[config.mk]
export PLATFORM = sky130hd
export DESIGN_NAME = dcache
export DESIGN_NICKNAME = d
export VERILOG_FILES = /design/src/rtl/dcache_pkg.sv /design/src/rtl/dcache_ctrl_if.sv /design/src/rtl/dcache_array.sv /design/src/rtl/dcache_datapath.sv /design/src/rtl/dcache_control.sv /design/src/rtl/dcache.sv
export SDC_FILE = /design/constraint.sdc
export NUM_CORES = 2
export LEC_CHECK = 0
export BUFFER_PORTS_ARGS = -buffer_cell sky130_fd_sc_hd__buf_2
export CORE_MARGIN = 2
export CORE_UTILIZATION = 62
export DETAILED_ROUTE_END_ITERATION = 12
export PLACE_DENSITY_LB_ADDON = 0.1
export SLEW_MARGIN = 10
export SYNTH_ARGS = -nofsm -noshare
export SYNTH_HDL_FRONTEND = slang
export SYNTH_MEMORY_MAX_BITS = 65536
export SYNTH_SLANG_ARGS = --single-unit
[constraint.sdc]
create_clock -name clk -period 17.55 [get_ports clk]
set_input_delay 0 -clock clk [delete_from_list [all_inputs] [get_ports clk]]
set_output_delay 0 -clock clk [all_outputs]
set_load 0.01 [all_outputs]
[src/rtl/dcache_pkg.sv]
`default_nettype none

package dcache_pkg;

	//////////////////////////////////////////////////
	// Geometry
	//////////////////////////////////////////////////

	localparam int ADDR_W   = 32;                          // Byte address
	localparam int WORD_W   = 32;                          // CPU data word
	localparam int LINE_W   = 256;                         // Eight words per line
	localparam int OFFSET_W = 5;                           // Byte offset within a line
	localparam int INDEX_W  = 3;
	localparam int SETS     = 1 << INDEX_W;
	localparam int TAG_W    = ADDR_W - INDEX_W - OFFSET_W; // 24 bits

	//////////////////////////////////////////////////
	// Types
	//////////////////////////////////////////////////

	typedef logic [LINE_W-1:0] line_t;

	// Valid and dirty live in resettable flops beside the array, so only the tag is stored here
	typedef struct packed {
		logic [TAG_W-1:0] tag;
	} tag_entry_t;

	typedef struct packed {
		logic              read;
		logic              write;
		logic [ADDR_W-1:0] addr;
		logic [WORD_W-1:0] wdata;
		logic [WORD_W/8-1:0] wmask; // One bit per byte lane
	} mem_req_t;

endpackage

`default_nettype wire

[src/rtl/dcache_ctrl_if.sv]
`timescale 1ns/1ps
`default_nettype none

interface dcache_ctrl_if;

	//////////////////////////////////////////////////
	// Status from the datapath
	//////////////////////////////////////////////////

	logic hit;
	logic tag0_hit;
	logic tag1_hit;
	logic victim_dirty;      // Dirty bit of the way that lru points at
	logic lru;               // Way to replace in the addressed set
	logic pend_req;          // Stage holds a read or a write
	logic pend_write;        // Stage holds a write

	//////////////////////////////////////////////////
	// Commands from the controller
	//////////////////////////////////////////////////

	logic [1:0] load_data;
	logic [1:0] load_tag;
	logic [1:0] set_valid;
	logic [1:0] set_dirty;
	logic [1:0] clear_dirty;
	logic       load_lru;
	logic       load_stage;  // Pipeline advances at the next edge
	logic       refill_sel;  // Line comes from memory, not from the CPU merge
	logic       wb_addr_sel; // Memory address built from the victim tag

	modport status (
		output hit, tag0_hit, tag1_hit, victim_dirty, lru, pend_req, pend_write,
		input  load_data, load_tag, set_valid, set_dirty, clear_dirty,
		input  load_lru, load_stage, refill_sel, wb_addr_sel
	);

	modport command (
		input  hit, tag0_hit, tag1_hit, victim_dirty, lru, pend_req, pend_write,
		output load_data, load_tag, set_valid, set_dirty, clear_dirty,
		output load_lru, load_stage, refill_sel, wb_addr_sel
	);

endinterface

`default_nettype wire

[src/rtl/dcache_array.sv]
`timescale 1ns/1ps
`default_nettype none

module dcache_array #(
	parameter type payload_t = dcache_pkg::line_t
) (
	input  logic                         clk,
	input  logic                         rst_n,
	input  logic [dcache_pkg::INDEX_W-1:0] index,
	input  logic [1:0]                   we,
	input  payload_t                     wdata0,
	input  payload_t                     wdata1,
	output payload_t                     rdata0,
	output payload_t                     rdata1
);

	payload_t way0_mem [dcache_pkg::SETS];
	payload_t way1_mem [dcache_pkg::SETS];

	//////////////////////////////////////////////////
	// Storage
	//////////////////////////////////////////////////

	// Writes are held off while reset is asserted
	always_ff @(posedge clk) begin
		if (rst_n && we[0]) begin
			way0_mem[index] <= wdata0;
		end
		if (rst_n && we[1]) begin
			way1_mem[index] <= wdata1;
		end
	end

	assign rdata0 = way0_mem[index]; // Asynchronous read of both ways
	assign rdata1 = way1_mem[index];

endmodule

`default_nettype wire

[src/rtl/dcache_datapath.sv]
`timescale 1ns/1ps
`default_nettype none

module dcache_datapath (
	input  logic                           clk,
	input  logic                           rst_n,
	dcache_ctrl_if.status                  ctrl,
	input  logic                           cpu_read,
	input  logic                           cpu_write,
	input  logic [dcache_pkg::ADDR_W-1:0]  cpu_addr,
	input  logic [dcache_pkg::WORD_W-1:0]  cpu_wdata,
	input  logic [dcache_pkg::WORD_W/8-1:0] cpu_wmask,
	output logic [dcache_pkg::WORD_W-1:0]  rdata,
	output logic [dcache_pkg::ADDR_W-1:0]  pmem_addr,
	output dcache_pkg::line_t              pmem_wdata,
	input  dcache_pkg::line_t              pmem_rdata
);

	dcache_pkg::mem_req_t stage_q;

	logic [dcache_pkg::TAG_W-1:0]      req_tag;
	logic [dcache_pkg::INDEX_W-1:0]    req_index;
	logic [dcache_pkg::OFFSET_W-3:0]   word_off;

	dcache_pkg::tag_entry_t tag0;
	dcache_pkg::tag_entry_t tag1;
	dcache_pkg::tag_entry_t tag_wdata;
	dcache_pkg::tag_entry_t victim_tag;

	dcache_pkg::line_t data0;
	dcache_pkg::line_t data1;
	dcache_pkg::line_t hit_line;
	dcache_pkg::line_t merged_line;
	dcache_pkg::line_t line_wdata;

	logic [dcache_pkg::SETS-1:0][1:0] valid_q;
	logic [dcache_pkg::SETS-1:0][1:0] dirty_q;
	logic [dcache_pkg::SETS-1:0]      lru_q;
	logic                             victim_way;

	//////////////////////////////////////////////////
	// Stage register
	//////////////////////////////////////////////////

	always_ff @(posedge clk) begin
		if (!rst_n) begin
			stage_q.read  <= 1'b0;
			stage_q.write <= 1'b0;
		end else if (ctrl.load_stage) begin
			stage_q.read  <= cpu_read;
			stage_q.write <= cpu_write;
		end
	end

	always_ff @(posedge clk) begin
		if (ctrl.load_stage) begin
			stage_q.addr  <= cpu_addr;
			stage_q.wdata <= cpu_wdata;
			stage_q.wmask <= cpu_wmask;
		end
	end

	assign req_tag   = stage_q.addr[dcache_pkg::ADDR_W-1 -: dcache_pkg::TAG_W];
	assign req_index = stage_q.addr[dcache_pkg::OFFSET_W +: dcache_pkg::INDEX_W];
	assign word_off  = stage_q.addr[dcache_pkg::OFFSET_W-1:2]; // Word within the line

	//////////////////////////////////////////////////
	// Tag and data arrays
	//////////////////////////////////////////////////

	assign tag_wdata.tag = req_tag;

	dcache_array #(.payload_t(dcache_pkg::tag_entry_t)) i_tag_array (
		.clk    (clk),
		.rst_n  (rst_n),
		.index  (req_index),
		.we     (ctrl.load_tag),
		.wdata0 (tag_wdata),
		.wdata1 (tag_wdata),
		.rdata0 (tag0),
		.rdata1 (tag1)
	);

	dcache_array #(.payload_t(dcache_pkg::line_t)) i_data_array (
		.clk    (clk),
		.rst_n  (rst_n),
		.index  (req_index),
		.we     (ctrl.load_data),
		.wdata0 (line_wdata),
		.wdata1 (line_wdata),
		.rdata0 (data0),
		.rdata1 (data1)
	);

	always_ff @(posedge clk) begin
		if (!rst_n) begin
			valid_q <= '0;
			dirty_q <= '0;
			lru_q   <= '0;
		end else begin
			valid_q[req_index] <= valid_q[req_index] | ctrl.set_valid;
			dirty_q[req_index] <= (dirty_q[req_index] | ctrl.set_dirty) & ~ctrl.clear_dirty;
			if (ctrl.load_lru) begin
				lru_q[req_index] <= ctrl.tag0_hit; // Way 0 used, so way 1 goes next
			end
		end
	end

	//////////////////////////////////////////////////
	// Lookup
	//////////////////////////////////////////////////

	assign ctrl.tag0_hit     = valid_q[req_index][0] && (tag0.tag == req_tag);
	assign ctrl.tag1_hit     = valid_q[req_index][1] && (tag1.tag == req_tag);
	assign ctrl.hit          = ctrl.tag0_hit || ctrl.tag1_hit;
	assign victim_way        = lru_q[req_index];
	assign ctrl.lru          = victim_way;
	assign ctrl.victim_dirty = dirty_q[req_index][victim_way];
	assign ctrl.pend_req     = stage_q.read || stage_q.write;
	assign ctrl.pend_write   = stage_q.write;

	//////////////////////////////////////////////////
	// Result and write paths
	//////////////////////////////////////////////////

	assign hit_line = ctrl.tag1_hit ? data1 : data0;
	assign rdata    = hit_line[word_off*dcache_pkg::WORD_W +: dcache_pkg::WORD_W];

	always_comb begin
		merged_line = hit_line;
		for (int b = 0; b < dcache_pkg::WORD_W/8; b++) begin
			if (stage_q.wmask[b]) begin
				merged_line[word_off*dcache_pkg::WORD_W + b*8 +: 8] = stage_q.wdata[b*8 +: 8];
			end
		end
	end

	assign line_wdata = ctrl.refill_sel ? pmem_rdata : merged_line;

	assign victim_tag = victim_way ? tag1 : tag0;
	assign pmem_wdata = victim_way ? data1 : data0; // Victim line for write-back
	assign pmem_addr  = {ctrl.wb_addr_sel ? victim_tag.tag : req_tag, req_index,
		{dcache_pkg::OFFSET_W{1'b0}}};

endmodule

`default_nettype wire

[src/rtl/dcache_control.sv]
`timescale 1ns/1ps
`default_nettype none

module dcache_control (
	input  logic           clk,
	input  logic           rst_n,
	dcache_ctrl_if.command ctrl,
	input  logic           pmem_resp,
	output logic           pmem_read,
	output logic           pmem_write,
	output logic           resp,
	output logic           stall
);

	typedef enum logic [2:0] {
		st_idle,
		st_hit_check,  // Replayed lookup after a refill
		st_write_back,
		st_load,
		st_write_data
	} state_t;

	state_t state;
	state_t next_state;

	logic       check;
	logic [1:0] victim_sel;

	// Idle looks up whatever the stage holds, so a hit answers in the capture cycle plus one
	assign check      = (state == st_hit_check) || (state == st_idle && ctrl.pend_req);
	assign victim_sel = {ctrl.lru, ~ctrl.lru};
	assign stall      = ~ctrl.load_stage;

	//////////////////////////////////////////////////
	// State register and next state
	//////////////////////////////////////////////////

	always_ff @(posedge clk) begin
		if (!rst_n) begin
			state <= st_idle;
		end else begin
			state <= next_state;
		end
	end

	always_comb begin
		next_state = state;
		unique case (state)
			st_idle, st_hit_check: begin
				if (!check || ctrl.hit) begin
					next_state = st_idle;
				end else if (ctrl.victim_dirty) begin
					next_state = st_write_back;
				end else begin
					next_state = st_load;
				end
			end
			st_write_back: next_state = pmem_resp ? st_load : st_write_back;
			st_load:       next_state = pmem_resp ? st_write_data : st_load;
			st_write_data: next_state = st_hit_check;
			default:       next_state = st_idle;
		endcase
	end

	//////////////////////////////////////////////////
	// Outputs
	//////////////////////////////////////////////////

	always_comb begin
		ctrl.load_data   = 2'b00;
		ctrl.load_tag    = 2'b00;
		ctrl.set_valid   = 2'b00;
		ctrl.set_dirty   = 2'b00;
		ctrl.clear_dirty = 2'b00;
		ctrl.load_lru    = 1'b0;
		ctrl.load_stage  = 1'b1;
		ctrl.refill_sel  = 1'b0;
		ctrl.wb_addr_sel = 1'b0;
		pmem_read        = 1'b0;
		pmem_write       = 1'b0;
		resp             = 1'b0;

		unique case (state)
			st_idle, st_hit_check: begin
				if (check && ctrl.hit) begin
					resp          = 1'b1;
					ctrl.load_lru = 1'b1;
					if (ctrl.pend_write) begin
						ctrl.load_data = {ctrl.tag1_hit, ctrl.tag0_hit};
						ctrl.set_dirty = {ctrl.tag1_hit, ctrl.tag0_hit};
					end
				end else if (check) begin
					ctrl.load_stage = 1'b0; // Miss holds the pipeline
					if (ctrl.victim_dirty) begin
						pmem_write       = 1'b1;
						ctrl.wb_addr_sel = 1'b1;
					end else begin
						pmem_read = 1'b1;
					end
				end
			end
			st_write_back: begin
				ctrl.load_stage  = 1'b0;
				pmem_write       = 1'b1;
				ctrl.wb_addr_sel = 1'b1;
				if (pmem_resp) begin
					ctrl.clear_dirty = victim_sel;
				end
			end
			st_load: begin
				ctrl.load_stage = 1'b0;
				pmem_read       = 1'b1; // Held through the response cycle
				if (pmem_resp) begin
					ctrl.refill_sel  = 1'b1;
					ctrl.load_data   = victim_sel;
					ctrl.load_tag    = victim_sel;
					ctrl.set_valid   = victim_sel;
					ctrl.clear_dirty = victim_sel;
				end
			end
			st_write_data: begin
				ctrl.load_stage = 1'b0;
			end
			default: begin
				ctrl.load_stage = 1'b1;
			end
		endcase
	end

endmodule

`default_nettype wire

[src/rtl/dcache.sv]
`timescale 1ns/1ps
`default_nettype none

module dcache (
	input  logic                            clk,
	input  logic                            rst_n,

	// CPU side
	input  logic                            mem_read,
	input  logic                            mem_write,
	input  logic [dcache_pkg::ADDR_W-1:0]   addr,
	input  logic [dcache_pkg::WORD_W-1:0]   wdata,
	input  logic [dcache_pkg::WORD_W/8-1:0] wmask,
	output logic [dcache_pkg::WORD_W-1:0]   rdata,
	output logic                            resp,
	output logic                            stall,

	// Memory side
	output logic                            pmem_read,
	output logic                            pmem_write,
	output logic [dcache_pkg::ADDR_W-1:0]   pmem_addr,
	output dcache_pkg::line_t               pmem_wdata,
	input  dcache_pkg::line_t               pmem_rdata,
	input  logic                            pmem_resp
);

	dcache_ctrl_if ctrl_if ();

	dcache_datapath i_datapath (
		.clk        (clk),
		.rst_n      (rst_n),
		.ctrl       (ctrl_if.status),
		.cpu_read   (mem_read),
		.cpu_write  (mem_write),
		.cpu_addr   (addr),
		.cpu_wdata  (wdata),
		.cpu_wmask  (wmask),
		.rdata      (rdata),
		.pmem_addr  (pmem_addr),
		.pmem_wdata (pmem_wdata),
		.pmem_rdata (pmem_rdata)
	);

	dcache_control i_control (
		.clk        (clk),
		.rst_n      (rst_n),
		.ctrl       (ctrl_if.command),
		.pmem_resp  (pmem_resp),
		.pmem_read  (pmem_read),
		.pmem_write (pmem_write),
		.resp       (resp),
		.stall      (stall)      // Inverse of load_stage
	);

endmodule

`default_nettype wire

==> results.sh, run 1 <==
export IMPL_grt_max_degree=121
export IMPL_yosys_warnings=0
export IMPL_synth_top_area_share_pct=72.3
export IMPL_ctsHoldBuffers=356
export IMPL_cts_root_buf="clkbuf_16"
export IMPL_ys_top_cells_by_area="edfxtp_1 (72%), mux4_2 (13%), mux2i_1 (6.1%), a21oi_1 (1.8%), nand2_1 (1.3%)"
export IMPL_gp_congestion=0.987
export IMPL_numCtsBuffers=450
export IMPL_placed_cell_area_um2=197000
export IMPL_synth_distinct_cells=67
export IMPL_grt_pass1_vias=105000
export IMPL_post_cts_buffers=0
export IMPL_syn_area_um2=189000
export IMPL_io_buffers=645
export IMPL_status="aborted with a tool error"
export IMPL_pre_cts_ws_ns=8.47
export IMPL_synth_largest_area_cell="edfxtp_1"
export IMPL_chipWidth_um=556
export IMPL_firstError="Error: net1313 1 pin not visited #guides = 218"
export IMPL_grt_ovfl_total=0
export IMPL_ios=653
export IMPL_haltStage="detailed routing"
export IMPL_grt_usage_pct=38.9
export IMPL_rows=202
export IMPL_post_cts_resized=0
export IMPL_start_util_pct=62.3
export IMPL_synthCells=9923
export IMPL_die_h_um=556
export IMPL_synth_seq_cells=4594
export IMPL_dp_hpwl_um=362000
export IMPL_grt_pass1_wl_um=823000
export IMPL_synthArstFlopShare_pct=0
export IMPL_synth_edf_count=4546
export IMPL_ys_flop_type="edfxtp_1"
export IMPL_antenna_found_initial=91
export IMPL_clock_sinks=4594
export IMPL_seq_area_frac_synth_pct=72.8
export IMPL_cts_htree_levels=5
export IMPL_cts_buffer_depth=4
export IMPL_syn_area_per_cell_um2=19.0
[per-stage QoR]
| stage | hold slack (ns) | util [%] | std cells |
|---|---|---|---|
| global route | 0.0871 | 70.9 | 15400 |
| floorplan | 0.0989 | - | 9927 |
| detailed placement | 0.178 | 65.0 | 14200 |
| global placement | 0.176 | 65.0 | 14200 |
| CTS | 0.00461 | 70.9 | 15400 |
[routing by layer]
layer  track usage [%]
met5             0.109
met4              23.0
met3              14.5
met2              54.1
met1              53.0
[cells in the mapped netlist, types with 5 or more instances]
cell type     n
a22oi_1      32
nor2b_1      11
and2_1        7
nand4_1      13
mux2i_1    1141
o21a_1        6
nand2b_1     10
xnor2_1      16
o21ba_2     121
xor2_1       21
a21oi_1     670
nor4_1       26
nand2_1     673
buf_1       104
inv_1         8
o22ai_1      11
o21ai_0      17
nand3_1      25
buf_2       168
a211oi_1     30
nor3_1       24
buf_6        16
dfxtp_1      48
a21o_1       10
mux4_2     1095
a221oi_1     52
mux2_2       20
edfxtp_1   4546
a31oi_1       8
or3_1         5
a22o_1        5
clkbuf_1    305
ha_1          6
buf_4        15
o21bai_1      6
nor4b_1       8
and3_1        6
nor2_1      586
[kinds of logic after synthesis]
logic type | after synthesis | synth area share [%]
compound gates | 1002 | 3.29
other cells | 1 | 0.00199
buf+inv | 617 | 1.43
flops | 4594 | 72.8
mux | 2256 | 19.2
xor+xnor | 37 | 0.172
simple gates | 1410 | 3.00
fa+ha+maj | 6 | 0.0398
==> run 2, diff against run 1 <==
CORE_UTILIZATION = 40   (was 62)
PLACE_DENSITY_LB_ADDON = 0.15   (was 0.1)
==> run 2 against run 1 <==
  * The flow now finishes, with violations (negative hold slack)
  * Synthesized cell count unchanged
  * Synthesized area unchanged
  * Global-route usage fell by 12 points
==> results.sh, run 2 <==
export IMPL_die_area_um2=477000
export IMPL_gp_congestion=0.886
export IMPL_synth_distinct_cells=67
export IMPL_clk_transition_reported_paths_ns=0.06
export IMPL_min_path_type="in -> reg"
export IMPL_cts_root_buf="clkbuf_16"
export IMPL_cts_tree="done"
export IMPL_clkPwrFrac_pct=24.4
export IMPL_endpoint_kind="output pin"
export IMPL_critPathKind="reg -> out"
export IMPL_cp_arrival_ns=9.78
export IMPL_slew_viol_final=0
export IMPL_power_internal_w=0.0259
export IMPL_num_vias=107000
export IMPL_whs_ns=-0.00201
export IMPL_finalWirelength_um=663000
export IMPL_syn_area_per_cell_um2=19.0
export IMPL_layout_drive_gt1_share_pct=25.5
export IMPL_comb_power_share_pct=37.5
export IMPL_setup_tns_final_ns=0
export IMPL_wl_per_cell_um=37.4
export IMPL_antenna_found_initial=70
export IMPL_slew_headroom_pct=3.07
export IMPL_ios=653
export IMPL_die_h_um=691
export IMPL_seqPwrFrac_pct=38.1
export IMPL_synthArstFlopShare_pct=0
export IMPL_area_growth_pct=16.1
export IMPL_max_clock_freq_ghz=0.102
export IMPL_grt_pass1_wl_um=895000
export IMPL_ir_drop_mv=0.148
export IMPL_finalCritPeriodShare_pct=55.7
export IMPL_ys_flop_type="edfxtp_1"
export IMPL_numCtsBuffers=480
export IMPL_required_ns=17.55
export IMPL_seq_area_frac_synth_pct=72.8
export IMPL_status="finished with violations"
export IMPL_rsz0062_at_grt="no"
export IMPL_post_cts_buffers=0
export IMPL_via_per_inst=6.05
export IMPL_cts_buffer_depth=4
export IMPL_p_per_area_nw_per_um2=189
export IMPL_drc=0
export IMPL_grt_usage_pct=27.1
export IMPL_core_area_um2=470000
export IMPL_yosys_warnings=0
export IMPL_rows=252
export IMPL_cts_htree_levels=5
export IMPL_swShare_pct=37.5
export IMPL_start_util_pct=40.1
export IMPL_final_cell_mix="edfxtp_1 (4,546), mux2i_1 (1,141), mux4_2 (1,095), nand2_1 (669), a21oi_1 (664)"
export IMPL_finClkSkew_ns=0.0948
export IMPL_power_switching_w=0.0155
export IMPL_synth_edf_count=4546
export IMPL_chipWidth_um=691
export IMPL_synth_most_common_cell="edfxtp_1"
export IMPL_final_util_pct=46.6
export IMPL_ys_top_cells_by_area="edfxtp_1 (72%), mux4_2 (13%), mux2i_1 (6.1%), a21oi_1 (1.8%), nand2_1 (1.3%)"
export IMPL_ant_nets=0
export IMPL_tightest_slew_ns=1.45
export IMPL_grt_max_degree=126
export IMPL_report_final_hold_viol_count=10
export IMPL_total_power_w=0.0414
export IMPL_synth_seq_cells=4594
export IMPL_io_buffers=645
export IMPL_synthTopCellsByCount="edfxtp_1 (4,546), mux2i_1 (1,141), mux4_2 (1,095)"
export IMPL_syn_area_um2=189000
export IMPL_setup_viol=0
export IMPL_grt_pass1_vias=106000
export IMPL_grt_ovfl_total=0
export IMPL_clock_sinks=4594
export IMPL_period_minus_slack_ns=9.78
export IMPL_leakagePower_nw=74.5
export IMPL_fin_nets=11400
export IMPL_dp_hpwl_um=415000
export IMPL_synth_largest_area_cell="edfxtp_1"
export IMPL_synth_top_area_share_pct=72.3
export IMPL_final_common_cell="edfxtp_1"
export IMPL_clk_insertion_delay_late_ns=1.07
export IMPL_first_iter_violations=14200
export IMPL_drt_pre_antenna_iters=8
export IMPL_critPathLaunchType="flop"
export IMPL_synthCells=9923
export IMPL_violations="negative hold slack"
export IMPL_cap_violations=0
export IMPL_top_regs="i_datapath.i_data_array.way0_mem: 2048 flops, i_datapath.i_data_array.way1_mem: 2048 flops"
export IMPL_critPathMaxFanout=86
-- run 2: cell counts after synthesis --
No cell type changed its count.
-- run 2: repair_timing --
action / CTS / global route
hold buffers: 349 / 0
endpoints found under the hold margin: 3437 / 0
resized for setup: 0 / 0
-- run 2: final timing paths --
check	slack [ns]	endpoint	cells after the start	startpoint
setup reg to reg	8.02	i_datapath.i_data_array.way0_mem[2][209]	14	flop
hold reg to reg	0.46	i_datapath.dirty_q[3]	2	i_datapath.dirty_q[3]
hold / removal	-0.002	i_datapath.i_data_array.way1_mem[0][176]	3	pmem_rdata[176]
setup / recovery	7.77	rdata[21]	16	flop
-- run 2: metal layers --
layer	share of wire (%)	up-vias	track usage [%]
met5	0.0057	-	0
met2	45	5437	41.4
met3	9.5	1015	5.81
li1	-	42700	-
met1	40	58200	37.6
met4	5.4	8	12.5
-- run 2: final cells by class --
class                   instances  area (µm²)
inverters                       9        41.3
flip-flops and latches       4594      137000
well taps                    6223        7790
multi-input cells            4716       48900
repair buffers               1286        9290
clock buffers                 586       12500
diodes                         40         100
clock inverters               302        2950
fillers                     40000      251000
-- run 2: logic make-up (layout without fill, tap and decap cells) --
group | after synthesis | count (layout) | synth area share (%)
AOI/OAI and AO/OA | 1002 | 1002 | 3.29
xor gates and xnor gates | 37 | 37 | 0.172
adders and majority gates | 6 | 6 | 0.0398
buffers and inverters | 617 | 2183 | 1.43
DFF | 4594 | 4594 | 72.8
muxes | 2256 | 2256 | 19.2
other | 1 | 45 | 0.00199
and+or+nand+nor | 1410 | 1410 | 3.00
-- run 2: power groups by stage --
stage | clock [W] | combinational (W) | sequential, W
global route | 0.0107 | 0.0163 | 0.0158
finish | 0.0101 | 0.0155 | 0.0158
floorplan | 0 | 0.00904 | 0.0156
global placement | 0 | 0.0150 | 0.0160
detailed placement | 0 | 0.0153 | 0.0160
CTS | 0.0103 | 0.0154 | 0.0158
-- run 2: stage by stage --
| stage | setup slack [ns] | cells | hold WS, ns | area [µm²] |
|---|---|---|---|---|
| 2_1_floorplan | 3.14 | 9927 | 0.0989 | 189000 |
| 3_3_place_gp | 7.84 | 16500 | 0.176 | 200000 |
| 3_5_place_dp | 7.86 | 16500 | 0.178 | 200000 |
| 4_1_cts | 7.47 | 17700 | 0.00269 | 219000 |
| 5_1_grt | 7.42 | 17700 | 0.0116 | 219000 |
| 6_report | 7.77 | 17800 | -0.00201 | 219000 |
-- run 2: worst max-delay path, stage by stage, from the launching register on --
cell and delay (ns):
dfxtp_4 0.92, buf_4 0.70, buf_4 0.84, nor2b_1 0.71, a22oi_1 0.24, and3b_1 0.23
nor4b_1 0.46, nand4_1 0.37, nor3_4 0.27, buf_4 0.44, buf_12 0.41, buf_12 0.59
buf_4 0.65, a21oi_1 0.08, o21ba_2 0.26, nor4_1 0.94, buf_2 0.29
No activity file was read; power rests on OpenSTA's default activity.
